--- config.mk ---
export PLATFORM = sky130hd
export DESIGN_NAME = stream_endpoint
export DESIGN_NICKNAME = d
export VERILOG_FILES = /design/src/design/stream_pkg.sv /design/src/design/conn_fsm.sv /design/src/design/seg_rx.sv /design/src/design/seg_tx.sv /design/src/design/stream_endpoint.sv /design/src/design/syn_timer.sv
export VERILOG_INCLUDE_DIRS = /design/src /design/src/design
export SDC_FILE = /design/constraint.sdc
export NUM_CORES = 1
export LEC_CHECK = 0
export BUFFER_PORTS_ARGS = -buffer_cell sky130_fd_sc_hd__buf_2
export CORE_MARGIN = 10
export CORE_UTILIZATION = 60
export DETAILED_ROUTE_END_ITERATION = 6
export MAX_ROUTING_LAYER = met4
export PLACE_DENSITY_LB_ADDON = 0.15
export SETUP_SLACK_MARGIN = 0.1
export SLEW_MARGIN = 10
export SYNTH_ARGS = -nofsm -noshare
export SYNTH_HDL_FRONTEND = slang
export SYNTH_SLANG_ARGS = --single-unit
--- constraint.sdc ---
create_clock -name clk -period 3.57 [get_ports clk]
set_clock_uncertainty 0.1 [all_clocks]
set_input_delay 0.5355 -clock clk [delete_from_list [all_inputs] [get_ports clk]]
set_output_delay 0.5355 -clock clk [all_outputs]
set_load 0.005 [all_outputs]
--- src/design/stream_defines.svh ---
`ifndef STREAM_DEFINES_SVH
`define STREAM_DEFINES_SVH

// largest payload of one data segment in bytes
// amount field is 6 bits wide so keep this below 64
`define STREAM_MAX_SEG 8

// data segment credits granted to each side at connection setup
`define STREAM_INIT_CREDITS 4

// cycles without answer before the SYN goes out again
`define STREAM_SYN_RETRY 200

`endif

--- src/design/stream_pkg.sv ---
package stream_pkg;

	// one direction of the byte wide phy
	typedef struct packed {
		logic [7:0] d;
		logic       v;
	} phy_t;

	// segment kind sits in the top two bits of every header
	typedef enum logic [1:0] {
		kind_ctl = 2'd0,
		kind_dat = 2'd1,
		kind_crd = 2'd2
	} seg_kind_t;

	// control view of the header byte
	typedef struct packed {
		seg_kind_t  kind;
		logic       syn;
		logic       ack;
		logic [3:0] rsvd;
	} hdr_ctl_t;

	// data view, also used by credit segments
	typedef struct packed {
		seg_kind_t  kind;
		logic [5:0] amount;
	} hdr_dat_t;

	typedef union packed {
		hdr_ctl_t ctl;
		hdr_dat_t dat;
	} seg_hdr_u;

	// handshake request towards the transmitter
	typedef struct packed {
		logic valid;
		logic syn;
		logic ack;
	} ctl_req_t;

	// receiver events, all single cycle
	typedef struct packed {
		logic       syn_seen;
		logic       ack_seen;
		logic       crd_gain;
		logic [5:0] crd_amount;
		logic       seg_done;
	} rx_evt_t;

endpackage

--- src/design/conn_fsm.sv ---
`timescale 1ns/10ps

module conn_fsm import stream_pkg::*; (
	input  logic     clk,
	input  logic     rst,
	input  logic     connect,
	input  logic     listen,
	input  rx_evt_t  rx_evt,
	input  logic     ctl_sent,
	input  logic     retry_due,
	output ctl_req_t ctl_req,
	output logic     timer_start,
	output logic     timer_stop,
	output logic     connected
);

	typedef enum logic [2:0] {
		st_closed,
		st_syn_sent,
		st_listening,
		st_synack_sent,
		st_established
	} state_t;

	localparam ctl_req_t REQ_SYN    = '{valid: 1'b1, syn: 1'b1, ack: 1'b0};
	localparam ctl_req_t REQ_SYNACK = '{valid: 1'b1, syn: 1'b1, ack: 1'b1};
	localparam ctl_req_t REQ_ACK    = '{valid: 1'b1, syn: 1'b0, ack: 1'b1};

	state_t state;

	logic got_syn;
	logic got_ack;
	logic got_synack;

	// pure syn or pure ack from the peer
	assign got_syn    = rx_evt.syn_seen && !rx_evt.ack_seen;
	assign got_ack    = rx_evt.ack_seen && !rx_evt.syn_seen;
	assign got_synack = rx_evt.syn_seen && rx_evt.ack_seen;

	//////////////////////////////////////////////////////////////////////
	// handshake state machine
	//////////////////////////////////////////////////////////////////////

	always_ff @(posedge clk) begin
		if (rst) begin
			state   <= st_closed;
			ctl_req <= '0;
		end
		else begin
			// request retires once its header hits the wire
			if (ctl_sent) ctl_req.valid <= 1'b0;
			case (state)
				st_closed : begin
					if (connect) begin
						ctl_req <= REQ_SYN;
						state   <= st_syn_sent;
					end
					else if (listen) state <= st_listening;
				end
				st_syn_sent : begin
					// answer with ack and go live right away
					if (got_synack) begin
						ctl_req <= REQ_ACK;
						state   <= st_established;
					end
					else if (retry_due) ctl_req <= REQ_SYN;
				end
				st_listening : begin
					if (got_syn) begin
						ctl_req <= REQ_SYNACK;
						state   <= st_synack_sent;
					end
				end
				st_synack_sent : begin
					if (got_ack) state <= st_established;
					// client retried before our reply landed
					else if (got_syn) ctl_req <= REQ_SYNACK;
				end
				default : ;
			endcase
		end
	end

	// timer runs only while a syn is outstanding
	assign timer_start = ctl_sent && ctl_req.syn && !ctl_req.ack;
	assign timer_stop  = (state != st_syn_sent);
	assign connected   = (state == st_established);

endmodule

--- src/design/seg_rx.sv ---
`timescale 1ns/10ps

module seg_rx import stream_pkg::*; (
	input  logic       clk,
	input  logic       rst,
	input  phy_t       phy_rx,
	output rx_evt_t    rx_evt,
	output logic [7:0] tcp_dout,
	output logic       tcp_vout
);

	logic [5:0] left;
	logic       is_hdr;
	logic       is_pay;
	seg_hdr_u   hdr;
	rx_evt_t    evt_nxt;
	logic [5:0] left_nxt;

	// any valid byte outside a payload opens a segment
	assign is_hdr = phy_rx.v && (left == '0);
	assign is_pay = phy_rx.v && (left != '0);
	assign hdr    = phy_rx.d;

	//////////////////////////////////////////////////////////////////////
	// header decode
	//////////////////////////////////////////////////////////////////////

	always_comb begin
		evt_nxt  = '0;
		left_nxt = left;
		if (is_pay) begin
			left_nxt = left - 1'b1;
			// last payload byte closes the segment
			if (left == 6'd1) evt_nxt.seg_done = 1'b1;
		end
		else if (is_hdr) begin
			// kind shares its position in both views
			case (hdr.ctl.kind)
				kind_ctl : begin
					evt_nxt.syn_seen = hdr.ctl.syn;
					evt_nxt.ack_seen = hdr.ctl.ack;
				end
				kind_dat : left_nxt = hdr.dat.amount;
				kind_crd : begin
					evt_nxt.crd_gain   = 1'b1;
					evt_nxt.crd_amount = hdr.dat.amount;
				end
				// unused kind, byte dropped
				default : ;
			endcase
		end
	end

	always_ff @(posedge clk) begin
		if (rst) begin
			left     <= '0;
			rx_evt   <= '0;
			tcp_vout <= 1'b0;
		end
		else begin
			left     <= left_nxt;
			rx_evt   <= evt_nxt;
			tcp_vout <= is_pay;
		end
	end

	// data one cycle behind the wire
	always_ff @(posedge clk) begin
		tcp_dout <= phy_rx.d;
	end

endmodule

--- src/design/seg_tx.sv ---
`timescale 1ns/10ps

`include "stream_defines.svh"

module seg_tx import stream_pkg::*; (
	input  logic       clk,
	input  logic       rst,
	input  logic       connected,
	input  ctl_req_t   ctl_req,
	input  rx_evt_t    rx_evt,
	input  logic [7:0] tcp_din,
	input  logic       tcp_vin,
	output logic       tcp_cts,
	output logic       ctl_sent,
	output phy_t       phy_tx
);

	localparam int MAX_SEG = `STREAM_MAX_SEG;
	localparam int SEG_W   = $clog2(MAX_SEG + 1);
	localparam int IDX_W   = $clog2(MAX_SEG);

	logic [7:0]       buf_mem [MAX_SEG];
	logic [SEG_W-1:0] fill;
	logic [SEG_W-1:0] left;
	logic [IDX_W-1:0] rd_idx;
	logic             dat_busy;
	logic             vin_q;
	logic             conn_q;
	logic [5:0]       credits;
	logic [5:0]       grants;
	logic [7:0]       tx_d;
	logic             tx_v;

	logic     take;
	logic     dat_ready;
	logic     send_ctl;
	logic     send_crd;
	logic     send_dat;
	seg_hdr_u hdr;

	// buffer frozen while its segment drains
	assign tcp_cts = connected && (fill != SEG_W'(MAX_SEG)) && !dat_busy;
	assign take    = tcp_vin && tcp_cts;

	// full buffer, or a pause in the input stream
	assign dat_ready = connected && (fill != '0) && (credits != '0) &&
		((fill == SEG_W'(MAX_SEG)) || !vin_q);

	//////////////////////////////////////////////////////////////////////
	// next segment pick, control then credit then data
	//////////////////////////////////////////////////////////////////////

	always_comb begin
		hdr      = '0;
		send_ctl = 1'b0;
		send_crd = 1'b0;
		send_dat = 1'b0;
		// only between segments
		if (left == '0) begin
			if (ctl_req.valid) begin
				send_ctl     = 1'b1;
				hdr.ctl.kind = kind_ctl;
				hdr.ctl.syn  = ctl_req.syn;
				hdr.ctl.ack  = ctl_req.ack;
			end
			else if (connected && grants != '0) begin
				send_crd       = 1'b1;
				hdr.dat.kind   = kind_crd;
				hdr.dat.amount = grants;
			end
			else if (dat_ready) begin
				// byte taken this cycle rides along
				send_dat       = 1'b1;
				hdr.dat.kind   = kind_dat;
				hdr.dat.amount = 6'(fill + SEG_W'(take));
			end
		end
	end

	assign ctl_sent = send_ctl;

	always_ff @(posedge clk) begin
		if (rst) begin
			fill     <= '0;
			left     <= '0;
			rd_idx   <= '0;
			dat_busy <= 1'b0;
			vin_q    <= 1'b0;
			conn_q   <= 1'b0;
			credits  <= '0;
			grants   <= '0;
			tx_v     <= 1'b0;
		end
		else begin
			vin_q  <= tcp_vin;
			conn_q <= connected;
			// fresh credit pool on connect
			if (connected && !conn_q) credits <= 6'(`STREAM_INIT_CREDITS);
			else credits <= credits - 6'(send_dat) +
				(rx_evt.crd_gain ? rx_evt.crd_amount : 6'd0);
			grants <= (send_crd ? 6'd0 : grants) + 6'(rx_evt.seg_done);
			if (take) fill <= fill + 1'b1;
			if (left != '0) begin
				// payload shift out
				tx_v   <= 1'b1;
				left   <= left - 1'b1;
				rd_idx <= rd_idx + 1'b1;
				if (left == SEG_W'(1)) begin
					dat_busy <= 1'b0;
					fill     <= '0;
				end
			end
			else begin
				tx_v <= send_ctl || send_crd || send_dat;
				if (send_dat) begin
					left     <= fill + SEG_W'(take);
					rd_idx   <= '0;
					dat_busy <= 1'b1;
				end
			end
		end
	end

	// byte path
	always_ff @(posedge clk) begin
		if (take) buf_mem[fill[IDX_W-1:0]] <= tcp_din;
		tx_d <= (left != '0) ? buf_mem[rd_idx] : hdr;
	end

	assign phy_tx = '{d: tx_d, v: tx_v};

endmodule

--- src/design/stream_endpoint.sv ---
`timescale 1ns/10ps

module stream_endpoint import stream_pkg::*; (
	input  logic       clk,
	input  logic       rst,
	input  phy_t       phy_rx,
	output phy_t       phy_tx,
	input  logic [7:0] tcp_din,
	input  logic       tcp_vin,
	output logic       tcp_cts,
	output logic [7:0] tcp_dout,
	output logic       tcp_vout,
	input  logic       connect,
	output logic       connected,
	input  logic       listen
);

	ctl_req_t ctl_req;
	rx_evt_t  rx_evt;
	logic     ctl_sent;
	logic     retry_due;
	logic     timer_start;
	logic     timer_stop;

	//////////////////////////////////////////////////////////////////////
	// connection control
	//////////////////////////////////////////////////////////////////////

	conn_fsm conn_fsm_inst (
		.clk         (clk),
		.rst         (rst),
		.connect     (connect),
		.listen      (listen),
		.rx_evt      (rx_evt),
		.ctl_sent    (ctl_sent),
		.retry_due   (retry_due),
		.ctl_req     (ctl_req),
		.timer_start (timer_start),
		.timer_stop  (timer_stop),
		.connected   (connected)
	);

	// syn resend timing
	syn_timer syn_timer_inst (
		.clk       (clk),
		.rst       (rst),
		.start     (timer_start),
		.stop      (timer_stop),
		.retry_due (retry_due)
	);

	//////////////////////////////////////////////////////////////////////
	// segment datapath
	//////////////////////////////////////////////////////////////////////

	seg_tx seg_tx_inst (
		.clk       (clk),
		.rst       (rst),
		.connected (connected),
		.ctl_req   (ctl_req),
		.rx_evt    (rx_evt),
		.tcp_din   (tcp_din),
		.tcp_vin   (tcp_vin),
		.tcp_cts   (tcp_cts),
		.ctl_sent  (ctl_sent),
		.phy_tx    (phy_tx)
	);

	seg_rx seg_rx_inst (
		.clk      (clk),
		.rst      (rst),
		.phy_rx   (phy_rx),
		.rx_evt   (rx_evt),
		.tcp_dout (tcp_dout),
		.tcp_vout (tcp_vout)
	);

endmodule

--- src/design/syn_timer.sv ---
`timescale 1ns/10ps

`include "stream_defines.svh"

module syn_timer (
	input  logic clk,
	input  logic rst,
	input  logic start,
	input  logic stop,
	output logic retry_due
);

	localparam int RETRY = `STREAM_SYN_RETRY;
	localparam int CNT_W = $clog2(RETRY);

	logic [CNT_W-1:0] count;
	logic             running;

	always_ff @(posedge clk) begin
		if (rst) begin
			count     <= '0;
			running   <= 1'b0;
			retry_due <= 1'b0;
		end
		else begin
			retry_due <= 1'b0;
			// stop wins over start, count held at zero
			if (stop) begin
				count   <= '0;
				running <= 1'b0;
			end
			else if (start) begin
				count   <= '0;
				running <= 1'b1;
			end
			else if (running) begin
				// wrap and keep running until told otherwise
				if (count == CNT_W'(RETRY - 1)) begin
					count     <= '0;
					retry_due <= 1'b1;
				end
				else count <= count + 1'b1;
			end
		end
	end

endmodule

Word-level counts from Yosys, hierarchy flattened

Memories as Yosys holds them, arrays and structs flattened. A register that Yosys moved wholly into a read port is not among the register bits.
Index checks and enable logic that the tools add are counted.

Register bits after elaboration: 76
Memory bits (writable): 64
Input bits: 22
Output and inout bits: 20
Word-level logic and storage cells: 164
Memories kept: 1

Add/sub/neg operators: 10
Eq/ne operators: 20
Multiplexer cells: 53
Bitwise operators: 5
Reductions and logical operators: 49

Memory list:

| name                | words | bits a word | read ports | clocked after memory_dff | write ports | RTL line     | source |
|---|---|---|---|---|---|---|---|
| seg_tx_inst.buf_mem | 8     | 8           | 1          | 1                        | 1           | seg_tx.sv:22 | `logic [7:0] buf_mem [MAX_SEG];` |

Operators by type and width:

| kind                                                                    | number |
|---|---|
| 3-bit two-way mux                                                       | 15 |
| 8-bit two-way mux                                                       | 4 |
| 6-bit two-way mux                                                       | 5 |
| 4-bit two-way mux                                                       | 7 |
| 3-bit case mux with 4 select lines                                      | 2 |
| 1-bit two-way mux                                                       | 18 |
| 6-bit nonzero test                                                      | 3 |
| 1-bit logical AND                                                       | 15 |
| 7-bit two-way mux                                                       | 2 |
| 4-bit nonzero test                                                      | 3 |
| 4-bit OR reduction                                                      | 3 |
| 8-bit by 1-bit adder with 8-bit output, second input constant           | 1 |
| 8-bit equality test, second input constant                              | 1 |
| 6-bit by 1-bit adder with 6-bit output                                  | 1 |
| 6-bit adder                                                             | 1 |
| 3-bit by 2-bit equality test with 1-bit output, second input constant   | 2 |
| 6-bit by 1-bit equality test with 1-bit output, second input constant   | 1 |
| 1-bit logical NOT                                                       | 6 |
| 6-bit logical NOT                                                       | 1 |
| 2-bit by 1-bit inequality test with 1-bit output, second input constant | 3 |
| 2-bit inequality test, second input constant                            | 3 |
| 3-bit by 1-bit inequality test with 1-bit output, second input constant | 2 |
| 2-bit nonzero test                                                      | 3 |
| 2-bit OR reduction                                                      | 3 |
| other kinds (24)                                                        | 32 |

Depth between registers and ports, before layout

Gate-level depths: netlist of the first run.

Word-level depth: 12
Gate-level depth with buffers: 17
Gate-level depth less buffers: 16

Cells and area by module

A second synthesis of the first run with hierarchy kept.

Cells, all modules: 534
Area, all modules: 6294.8 sq um

By module, submodules not included:

| module    | instances | cells each | area each (sq um) | sequential area each (sq um) |
|---|---|---|---|---|
| seg_tx    | 1         | 338        | 4464.3            | 2682.6 |
| seg_rx    | 1         | 91         | 920.9             | 500.5 |
| conn_fsm  | 1         | 56         | 455.4             | 120.1 |
| syn_timer | 1         | 49         | 454.2             | 200.2 |

Worst setup path after synthesis of the first run

Ideal clock, no wire load.

Path kind: register to register
From: reg seg_tx_inst.fill[1]
To: reg seg_tx_inst.credits[4]
Library setup time: 0.118 ns
Arrival: 2.852 ns
Required time: 3.352 ns
Path slack: 0.500 ns
Stages on the path, launching flop included: 18
Buffers on the path: 1
Clock period less this slack: 3.070 ns
Path through: dfxtp_1 -> inv_1 -> ha_1 -> nor2b_1 -> o21a_1 -> or3_1 -> buf_6 -> nor2_4 -> ha_1 -> inv_1 -> ha_1 -> inv_1 -> fa_1 -> inv_1 -> a21o_1 -> a21oi_1 -> xor2_1 -> nor2_1

Word-level cells in the longest chain between the ends: 10
Elaborated cells on any way between the ends: 12
Those cells by class: add/sub: 2; eq/ne: 1; mux: 4; reduce/logical: 5

RTL lines:

| item                                            | RTL line      | source |
|---|---|---|
| from (decl)                                     | seg_tx.sv:23  | `logic [SEG_W-1:0] fill;` |
| from (signal assigned)                          | seg_tx.sv:102 | `if (take) fill <= fill + 1'b1;` |
| 4-bit nonzero test                              | seg_tx.sv:46  | `assign dat_ready = connected && (fill != '0) && (credits != '0) &&` |
| 1-bit logical AND (2 in series)                 | seg_tx.sv:46  |  |
| 1-bit logical AND (*)                           | seg_tx.sv:46  |  |
| 1-bit two-way mux (*)                           | seg_tx.sv:71  | `else if (dat_ready) begin` |
| 1-bit two-way mux (*)                           | seg_tx.sv:66  | `else if (connected && grants != '0) begin` |
| 1-bit two-way mux (*)                           | seg_tx.sv:60  | `if (ctl_req.valid) begin` |
| 1-bit two-way mux (*)                           | seg_tx.sv:59  | `if (left == '0) begin` |
| 6-bit by 1-bit subtractor with 6-bit output (*) | seg_tx.sv:99  | `else credits <= credits - 6'(send_dat) +` |
| 6-bit adder (*)                                 | seg_tx.sv:99  |  |
| to (signal assigned)                            | seg_tx.sv:98  | `` if (connected && !conn_q) credits <= 6'(`STREAM_INIT_CREDITS); `` |
| to (signal assigned)                            | seg_tx.sv:99  |  |
| to (decl)                                       | seg_tx.sv:29  | `logic [5:0] credits;` |

Mark *: on every way between the ends. The rest lies on a longest branch, timed or not.
A chain may end at the register's enable or synchronous reset.

Worst setup path in the final report of the first run

Ends and elaborated chain as after synthesis.

==> results.py, run 1 <==
metrics = {
    "global_routing": {
        "grt_overflow": 0,
        "track_usage_pct": 18.2,
        "grt_max_degree": 37,
        "grt_pass1_wl_um": 20000,
        "grt_pass1_vias": 3958,
        "antenna_found_initial": 0,
        "use_met3_pct": 6.00,
        "use_met2_pct": 28.4,
        "grt-busiest-layer": "met2",
        "grtUsageMet1_pct": 21.3,
    },
    "sta": {
        "rsz0062_at_grt": "no",
        "fmax_ghz": 0.311,
        "relSlewSlack_pct": 39.8,
        "hold_viol": 0,
        "tns_ps": 0,
        "setup_viol": 0,
        "period_share_pct": 90.0,
        "fin_crit_ps": 3210,
        "slew_violations": 0,
        "max_slew.worst_pin.slew_ps": 899,
    },
    "finish": {
        "num-fill-cells": 733,
        "areaGrowthSynthToFinish_pct": 15.2,
        "fin_util_pct": 70.9,
        "final_nets": 598,
        "final_cells": 699,
        "multiInputGateArea_um2": 2340,
        "diodes": 0,
        "regArea_um2": 3510,
        "final_layout_size_suffix_gt1_share_pct": 19.1,
    },
    "clock_network": {
        "clk_latency_ps": 540,
        "cts-root-buf": "clkbuf_8",
        "cts_tree": "done",
        "clock-sinks": 143,
        "post_cts_buffers": 0,
        "path_clk_slew_ps": 60,
        "htree_levels": 4,
        "cts_inserted_buffers": 17,
        "clockBufferDepth": 2,
    },
    "worst_setup_path": {
        "cpMaxStageDelayCell": "or3_4",
        "crit_path_start_kind": "register",
        "path_max_fanout": 9,
        "r2r_start": "seg_tx_inst.fill[1]$_SDFF_PP0_",
        "rr_endpoint": "seg_tx_inst.credits[4]$_SDFF_PP0_",
        "cp-end-kind": "register",
        "crit_path_max_incr_delay_ps": 440,
        "cpMostUsedCell": "inv_1",
        "reg2reg_depth": 16,
        "path_class": "register to register",
        "path_cells": "inv_1 > ha_1 > nor2b_1 > o21a_1 > or3_4 > nor2_4 > ha_1 > inv_1 > ha_1 > inv_1 > fa_1 > inv_1 > a21o_1 > a21oi_1 > xor2_1 > nor2_1",
        "reg2reg_slack_ps": 360,
        "cp.arrival_ps": 3530,
        "required_ps": 3890,
    },
    "synth": {
        "synth_common_cells": "dfxtp_1 (79), edfxtp_1 (64), nor2_1 (44), inv_1 (29), nand2_1 (24)",
        "syn_area_um2": 6050,
        "synth.distinct_cells": 60,
        "synth_warnings": 0,
        "synth_edf_count": 64,
        "yosysMostFrequentCell": "dfxtp_1",
        "ys_seq_area_share_pct": 57.9,
        "synth_top_cell_area_share_pct": 31.8,
        "netlist_instances": 505,
        "synth_area_leaders": "edfxtp_1 (32%), dfxtp_1 (26%), mux4_2 (5.2%), ha_1 (4.6%), nor2_1 (2.7%)",
        "ys_async_sr_fraction_pct": 0,
        "ys_ff_latch": 143,
        "ys.flop_type": "dfxtp_1",
        "synth.avg_cell_area_um2": 12.0,
        "synth_nets": 550,
        "synth_top_area_cell": "edfxtp_1",
    },
    "power": {
        "seq_power_share_pct": 42.6,
        "power_frac_comb_pct": 22.0,
        "power_mw": 4.78,
        "cellLeakagePower_nw": 2.54,
        "vdd_drop_max_mv": 0.509,
        "switchingPower_mw": 1.38,
        "p_sw_share_pct": 29.0,
        "power.internal_mw": 3.39,
        "clkPwrFrac_pct": 35.4,
        "powerDensity_nw_per_um2": 686,
    },
    "floorplanning": {
        "io_pins": 42,
        "die_y_um": 120,
        "die_area_um2": 14500,
        "rows": 36,
        "start_util_pct": 61.6,
        "die_w_um": 120,
        "coreArea_um2": 9820,
    },
    "detailed_routing": {
        "vias": 3977,
        "drtIter0Drc": 352,
        "ant_nets": 0,
        "drtPass1Iterations": 4,
        "vias_per_cell": 5.69,
        "drt-total-wl_um": 12200,
        "drc_errors": 0,
        "wire_per_inst_um": 17.4,
    },
    "placed_design": {
        "hpwl_um": 8380,
        "gp_congestion": 0.896,
        "numPortBuffers": 41,
        "dp.cells": 667,
    },
    "status": {
        "status": "complete, no violations",
    },
    "run": {
        "maxCapViolCount": 0,
    },
    "min_path": {
        "min_from": "phy_rx[3]",
        "min_to": "seg_rx_inst.tcp_dout[2]$_DFF_P_",
        "holdCritPathClass": "primary input to register",
        "hold_depth": 1,
    },
}
per-layer routing:
metal	wire, um	vias up
li1	-	1937
met1	5450	1926
met2	5990	92
met3	521	22
met4	206	0
met5	0	-
final cells by class:
cell class	instances	area share, %
sequential	143	50.3
multi-input combinational	312	33.6
clock buffer	21	6.30
timing repair buffer	50	3.92
tap	133	2.39
clock inverter	11	1.89
inverter	29	1.56
worst max-delay path by stage:
stage                                             start                                 to  depth (start not counted)
detailed placement       seg_tx_inst.fill[1]$_SDFF_PP0_  seg_tx_inst.credits[4]$_SDFF_PP0_                         16
finish                   seg_tx_inst.fill[1]$_SDFF_PP0_  seg_tx_inst.credits[4]$_SDFF_PP0_                         16
global route        conn_fsm_inst.state[0]$_SDFFE_PP0P_  seg_tx_inst.credits[5]$_SDFF_PP0_                         12
global placement         seg_tx_inst.fill[1]$_SDFF_PP0_  seg_tx_inst.credits[4]$_SDFF_PP0_                         16
floorplan                seg_tx_inst.fill[1]$_SDFF_PP0_  seg_tx_inst.credits[4]$_SDFF_PP0_                         17
CTS                      seg_tx_inst.fill[1]$_SDFF_PP0_  seg_tx_inst.credits[4]$_SDFF_PP0_                         16
cell families (layout without fill, tap and decap cells):
kind of cell / after synthesis / in the layout / share of synthesized area [%]
AO/OA/AOI/OAI: 83 / 83 / 9.10
XOR/XNOR: 22 / 22 / 3.19
adder cells (fa/ha/maj): 23 / 23 / 4.88
buffers and inverters: 50 / 111 / 3.45
flip-flops: 143 / 143 / 57.9
multiplexers: 27 / 27 / 7.36
AND/OR/NAND/NOR: 157 / 157 / 14.1
cells in the final DEF (no fill, tap or decap), types with 4 or more instances in the layout:
cell type	Yosys	layout
dfxtp_1	79	77
edfxtp_1	64	64
nor2_1	44	44
buf_2	5	41
inv_1	29	29
nand2_1	24	24
a21oi_1	22	22
ha_1	22	22
clkbuf_16	0	16
nor3_1	15	15
mux4_2	14	14
mux2i_1	13	13
o21ai_0	13	13
and2_1	12	12
xor2_1	12	12
nand3_1	11	11
xnor2_1	10	10
nand2b_1	10	10
a211oi_1	9	9
buf_4	2	9
nor2b_1	7	7
a31oi_1	7	7
and3_1	5	5
nand4_1	4	4
a221oi_1	4	4
a21o_1	4	4
power groups by stage:
stage | clock network (mW) | registers (mW) | logic (mW)
2_1_floorplan | 0 | 1.98 | 0.842
3_3_place_gp | 0 | 2.06 | 1.03
3_5_place_dp | 0 | 2.07 | 1.05
4_1_cts | 1.72 | 2.04 | 1.06
5_1_grt | 1.80 | 2.06 | 1.17
6_report | 1.69 | 2.04 | 1.05
flip-flops by register name, summed over array words and instances (netlist names), 3 cells and up, named ones only:
signal	count
conn_fsm_inst.ctl_req	3
conn_fsm_inst.state	3
seg_rx_inst.left	6
seg_rx_inst.rx_evt	10
seg_rx_inst.tcp_dout	8
seg_tx_inst.buf_mem	64
seg_tx_inst.credits	6
seg_tx_inst.fill	4
seg_tx_inst.grants	6
seg_tx_inst.left	4
seg_tx_inst.rd_idx	3
seg_tx_inst.tx_d	8
syn_timer_inst.count	8
through the flow:
stage	hold slack, ps	setup WS, ps	instance area (um2)
2_1_floorplan	357	500	6050
3_3_place_gp	379	311	6390
3_5_place_dp	387	173	6390
4_1_cts	9.03	142	6960
5_1_grt	7.33	114	6970
6_report	35.1	355	6970
what timing repair did:
item | in CTS | in global routing
gates resized for setup | 0 | 3
hold endpoints to repair | 0 | 0
hold buffers | 0 | 0
endpoints found under the setup margin | 0 | 3
worst max-delay path: cells and delay by family (launching register included):
family	cells	cell delay, ps
buffers and inverters	4	280
and+or+nand+nor	4	770
adders and majority gates	4	1020
AOI/OAI and AO/OA	3	380
xor gates and xnor gates	1	140
DFF	1	410
Note: power is estimated with default switching activity, not from simulation.
==> run 2: changes to the inputs <==
==> constraint.sdc (replaced) <==
create_clock -name clk -period 3.57 [get_ports clk]
set_clock_uncertainty 0.1 [all_clocks]
set_input_delay 0.714 -clock clk [delete_from_list [all_inputs] [get_ports clk]]
set_output_delay 0.714 -clock clk [all_outputs]
set_load 0.005 [all_outputs]
==> results.py, run 2 (synthesized netlist as in run 1, its figures left out) <==
metrics = {
    "power": {
        "powerDensity_nw_per_um2": 676,
        "power.internal_mw": 3.33,
        "seq_power_share_pct": 43.3,
        "power_mw": 4.70,
        "vdd_drop_max_mv": 0.521,
        "p_sw_share_pct": 29.2,
        "cellLeakagePower_nw": 2.55,
        "switchingPower_mw": 1.37,
        "power_frac_comb_pct": 22.4,
        "clkPwrFrac_pct": 34.3,
    },
    "sta": {
        "relSlewSlack_pct": 39.8,
        "max_slew.worst_pin.slew_ps": 900,
        "period_share_pct": 89.7,
        "setup_viol": 0,
        "hold_viol": 0,
        "rsz0062_at_grt": "no",
        "slew_violations": 0,
        "fin_crit_ps": 3200,
        "tns_ps": 0,
        "fmax_ghz": 0.312,
    },
    "min_path": {
        "min_from": "phy_rx[2]",
        "min_to": "seg_rx_inst.tcp_dout[1]$_DFF_P_",
        "hold_depth": 1,
        "holdCritPathClass": "primary input to register",
    },
    "global_routing": {
        "antenna_found_initial": 0,
        "track_usage_pct": 17.4,
        "grt_pass1_vias": 3846,
        "grt_max_degree": 23,
        "grt_pass1_wl_um": 19100,
        "grt_overflow": 0,
    },
    "run": {
        "maxCapViolCount": 0,
    },
    "clock_network": {
        "cts_inserted_buffers": 17,
        "post_cts_buffers": 0,
        "clk_latency_ps": 530,
        "cts-root-buf": "clkbuf_8",
        "path_clk_slew_ps": 60,
        "clock-sinks": 143,
        "clockBufferDepth": 2,
        "holdBufCountCts": 0,
        "cts_tree": "done",
        "htree_levels": 4,
    },
    "placed_design": {
        "placed_cell_area_um2": 6400,
        "hpwl_um": 8300,
        "numPortBuffers": 41,
        "gp_congestion": 0.894,
    },
    "finish": {
        "largest_reg_flops": 64,
        "layout_common_cells": "dfxtp_1 (77), edfxtp_1 (64), nor2_1 (44)",
        "diodes": 0,
        "design_area_um2": 6950,
        "final_nets": 599,
        "num-fill-cells": 715,
        "areaGrowthSynthToFinish_pct": 14.9,
        "final_layout_size_suffix_gt1_share_pct": 19.6,
        "regArea_um2": 3510,
        "multiInputGateArea_um2": 2340,
        "final_common_cell": "dfxtp_1",
    },
    "worst_setup_path": {
        "rr_endpoint": "seg_tx_inst.credits[4]$_SDFF_PP0_",
        "reg2reg_slack_ps": 370,
        "cp.arrival_ps": 3510,
        "path_max_fanout": 9,
        "crit_path_max_incr_delay_ps": 430,
        "r2r_start": "seg_tx_inst.fill[1]$_SDFF_PP0_",
        "path_class": "register to register",
        "crit_path_start_kind": "register",
        "path_cells": "inv_1 > ha_1 > nor2b_1 > o21a_1 > or3_4 > nor2_4 > ha_1 > inv_1 > ha_1 > inv_1 > fa_1 > inv_1 > a21o_1 > a21oi_1 > xor2_1 > nor2_1",
        "reg2reg_depth": 16,
        "required_ps": 3880,
        "cp-end-kind": "register",
        "cpMostUsedCell": "inv_1",
        "path_buf_inv": 4,
        "cpMaxStageDelayCell": "or3_4",
        "cp_top_family": "adder cells",
    },
    "detailed_routing": {
        "drtIter0Drc": 408,
        "drc_errors": 0,
        "vias_per_cell": 5.59,
        "wire_per_inst_um": 16.6,
        "drt-total-wl_um": 11600,
        "ant_nets": 0,
        "vias": 3916,
        "drtPass1Iterations": 5,
    },
    "floorplanning": {
        "io_pins": 42,
        "start_util_pct": 61.6,
        "rows": 36,
        "coreArea_um2": 9820,
        "die_y_um": 120,
        "die_w_um": 120,
        "die_area_um2": 14500,
    },
    "status": {
        "status": "complete, no violations",
    },
}
## run 2: final cells by class
class                           instances  area share (%)
Timing Repair Buffer                   51            4.03
Tap cell                              133            2.39
Multi-Input combinational cell        312            33.7
Sequential cell                       143            50.4
Inverter                               29            1.57
Clock buffer                           21            6.35
Clock inverter                         11            1.53
## run 2: timing repair
| action | CTS | global route |
|---|---|---|
| hold endpoints to repair | 0 | 0 |
| gates resized for setup | 0 | 3 |
| setup endpoints to repair | 0 | 3 |
## run 2: worst max path at each step
| stage | from | to | slack, ps | cells past startpoint |
|---|---|---|---|---|
| 6_report | seg_tx_inst.fill[1]$_SDFF_PP0_ | seg_tx_inst.credits[4]$_SDFF_PP0_ | 370 | 16 |
| 2_1_floorplan | seg_tx_inst.fill[1]$_SDFF_PP0_ | seg_tx_inst.credits[4]$_SDFF_PP0_ | 500 | 17 |
| 4_1_cts | seg_tx_inst.fill[1]$_SDFF_PP0_ | seg_tx_inst.credits[4]$_SDFF_PP0_ | 150 | 16 |
| 5_1_grt | conn_fsm_inst.state[1]$_SDFFE_PP0P_ | seg_tx_inst.credits[4]$_SDFF_PP0_ | 110 | 14 |
| 3_5_place_dp | seg_tx_inst.fill[1]$_SDFF_PP0_ | seg_tx_inst.credits[4]$_SDFF_PP0_ | 160 | 16 |
| 3_3_place_gp | seg_tx_inst.fill[1]$_SDFF_PP0_ | seg_tx_inst.credits[4]$_SDFF_PP0_ | 310 | 16 |
## run 2: metrics by stage
step | cells | setup slack, ps | hold slack, ps | util (%)
floorplan | 505 | 500 | 357 | -
global placement | 668 | 308 | 380 | 65.1
detailed placement | 668 | 162 | 387 | 65.1
CTS | 700 | 145 | 180 | 70.7
global route | 700 | 113 | 180 | 70.8
finish | 700 | 369 | 215 | 70.8
## run 2: power groups by stage
stage                     registers, mW  logic (mW)  clock network (mW)
after floorplan                    1.98       0.842                   0
after global placement             2.06        1.03                   0
after detailed placement           2.07        1.05                   0
after CTS                          2.04        1.06                1.64
after global routing               2.07        1.19                1.72
final                              2.04        1.05                1.61
## run 2: routing by layer
| metal | wire [um] | global-route usage (%) |
|---|---|---|
| met1 | 5340 | 20.6 |
| met2 | 5570 | 26.7 |
| met3 | 567 | 6.47 |
| met4 | 170 | 6.49 |
| met5 | 0 | - |
## run 2: worst reg2reg max path: stages, from the launching register on
cell     delay [ps]
dfxtp_2         420
inv_1            80
ha_1            220
nor2b_1         140
o21a_1          210
or3_4           430
nor2_4          130
ha_1            240
inv_1            60
ha_1            180
inv_1            60
fa_1            390
inv_1            70
a21o_1          100
a21oi_1          70
xor2_1          140
nor2_1           50
==> run 3: changes to the inputs <==
ABC_CLOCK_PERIOD_IN_PS = 3570   (was not set)
RECOVER_POWER = 50   (was not set)
==> results.py, run 3 (synthesized netlist as in run 1, its figures left out) <==
metrics = {
    "min_path": {
        "holdCritPathClass": "primary input to register",
    },
    "floorplanning": {
        "rows": 36,
        "start_util_pct": 61.6,
        "die_w_um": 120,
        "die_y_um": 120,
        "io_pins": 42,
        "coreArea_um2": 9820,
        "die_area_um2": 14500,
    },
    "finish": {
        "multiInputGateArea_um2": 2340,
        "diodes": 0,
        "num-fill-cells": 734,
        "final_nets": 599,
        "largest_reg_flops": 64,
        "final_layout_size_suffix_gt1_share_pct": 13.2,
        "final_common_cell": "dfxtp_1",
        "areaGrowthSynthToFinish_pct": 14.0,
        "design_area_um2": 6900,
        "layout_common_cells": "dfxtp_1 (77), edfxtp_1 (64), nor2_1 (44)",
        "fin_util_pct": 70.3,
        "regArea_um2": 3510,
        "final_cells": 700,
    },
    "detailed_routing": {
        "vias": 3898,
        "drtIter0Drc": 403,
        "vias_per_cell": 5.57,
        "wire_per_inst_um": 16.7,
        "drc_errors": 0,
        "drt-total-wl_um": 11700,
        "drtPass1Iterations": 4,
        "ant_nets": 0,
    },
    "power": {
        "vdd_drop_max_mv": 0.521,
        "seq_power_share_pct": 43.6,
        "power.internal_mw": 3.30,
        "switchingPower_mw": 1.37,
        "p_sw_share_pct": 29.4,
        "cellLeakagePower_nw": 2.44,
        "powerDensity_nw_per_um2": 678,
        "power_frac_comb_pct": 21.9,
        "clkPwrFrac_pct": 34.6,
        "power_mw": 4.68,
    },
    "worst_setup_path": {
        "crit_path_start_kind": "register",
        "cp.arrival_ps": 3520,
        "path_class": "register to register",
        "cp-end-kind": "register",
        "required_ps": 3890,
        "path_max_fanout": 9,
    },
    "sta": {
        "tns_ps": 0,
        "slew_violations": 0,
        "rsz0062_at_grt": "no",
        "fmax_ghz": 0.312,
        "relSlewSlack_pct": 34.0,
        "period_share_pct": 89.8,
        "fin_crit_ps": 3210,
        "layout_setup_ws_ps": 363,
        "max_slew.worst_pin.slew_ps": 991,
        "timing.hold.ws_ps": 228,
        "setup_viol": 0,
        "hold_viol": 0,
    },
    "status": {
        "status": "complete, no violations",
    },
    "placed_design": {
        "hpwl_um": 8300,
        "placed_cell_area_um2": 6400,
        "dp.cells": 668,
        "gp_congestion": 0.894,
        "numPortBuffers": 41,
        "dp_slack_ps": 162,
    },
    "clock_network": {
        "cts_tree": "done",
        "clockBufferDepth": 2,
        "htree_levels": 4,
        "post_cts_buffers": 0,
        "cts-root-buf": "clkbuf_8",
        "clk_latency_ps": 540,
        "path_clk_slew_ps": 60,
        "cts_inserted_buffers": 17,
        "clock-sinks": 143,
    },
    "global_routing": {
        "track_usage_pct": 17.4,
        "grt_pass1_vias": 3846,
        "antenna_found_initial": 0,
        "grt_overflow": 0,
        "grt_pass1_wl_um": 19100,
        "grt_max_degree": 23,
    },
    "run": {
        "maxCapViolCount": 0,
    },
}
run 3: cell count changes in the layout (fill, tap and decap cells not counted), sizes merged:
cell / change
buf: -33
clkbuf: +33
run 3: metal layers:
| metal | share of wire (%) | track usage (%) |
|---|---|---|
| met2 | 48 | 26.7 |
| met1 | 46 | 20.6 |
| met5 | 0 | - |
| met3 | 4.4 | 6.47 |
| met4 | 1.7 | 6.49 |
run 3: path summary, 6_finish.rpt:
path	from	endpoint	slack (ps)	cells past startpoint
max	seg_tx_inst.fill[1]$_SDFF_PP0_	seg_tx_inst.credits[4]$_SDFF_PP0_	360	16
min	phy_rx[3]	seg_rx_inst.tcp_dout[2]$_DFF_P_	230	1
max reg2reg	seg_tx_inst.fill[1]$_SDFF_PP0_	seg_tx_inst.credits[4]$_SDFF_PP0_	360	16
min reg2reg	seg_rx_inst.left[3]$_SDFFE_PP0P_	seg_rx_inst.left[3]$_SDFFE_PP0P_	390	2
run 3: final cells by class:
class / count / area share [%]
sequential: 143 / 50.8
multi-input combinational: 312 / 33.9
clock buffer: 21 / 6.40
timing repair buffer: 51 / 3.37
tap: 133 / 2.41
inverter: 29 / 1.58
clock inverter: 11 / 1.54
run 3: power groups by stage:
stage,clock network (mW),logic (mW),registers (mW)
4_1_cts,1.64,1.06,2.04
5_1_grt,1.72,1.16,2.07
3_5_place_dp,0,1.05,2.07
2_1_floorplan,0,0.842,1.98
6_report,1.62,1.02,2.04
3_3_place_gp,0,1.03,2.06
run 3: critical path, stage by stage, from the launching register on:
cell	delay, ps
dfxtp_2	420
inv_1	80
ha_1	220
nor2b_1	140
o21a_1	210
or3_4	430
nor2_4	130
ha_1	240
inv_1	60
ha_1	180
inv_1	60
fa_1	390
inv_1	70
a21o_1	100
a21oi_1	70
xor2_1	140
nor2_1	50
run 3: what timing repair did:
item	in CTS	in global routing
hold buffers	0	0
endpoints found under the hold margin	0	0
setup endpoints to repair	0	3
gates resized for setup	0	3
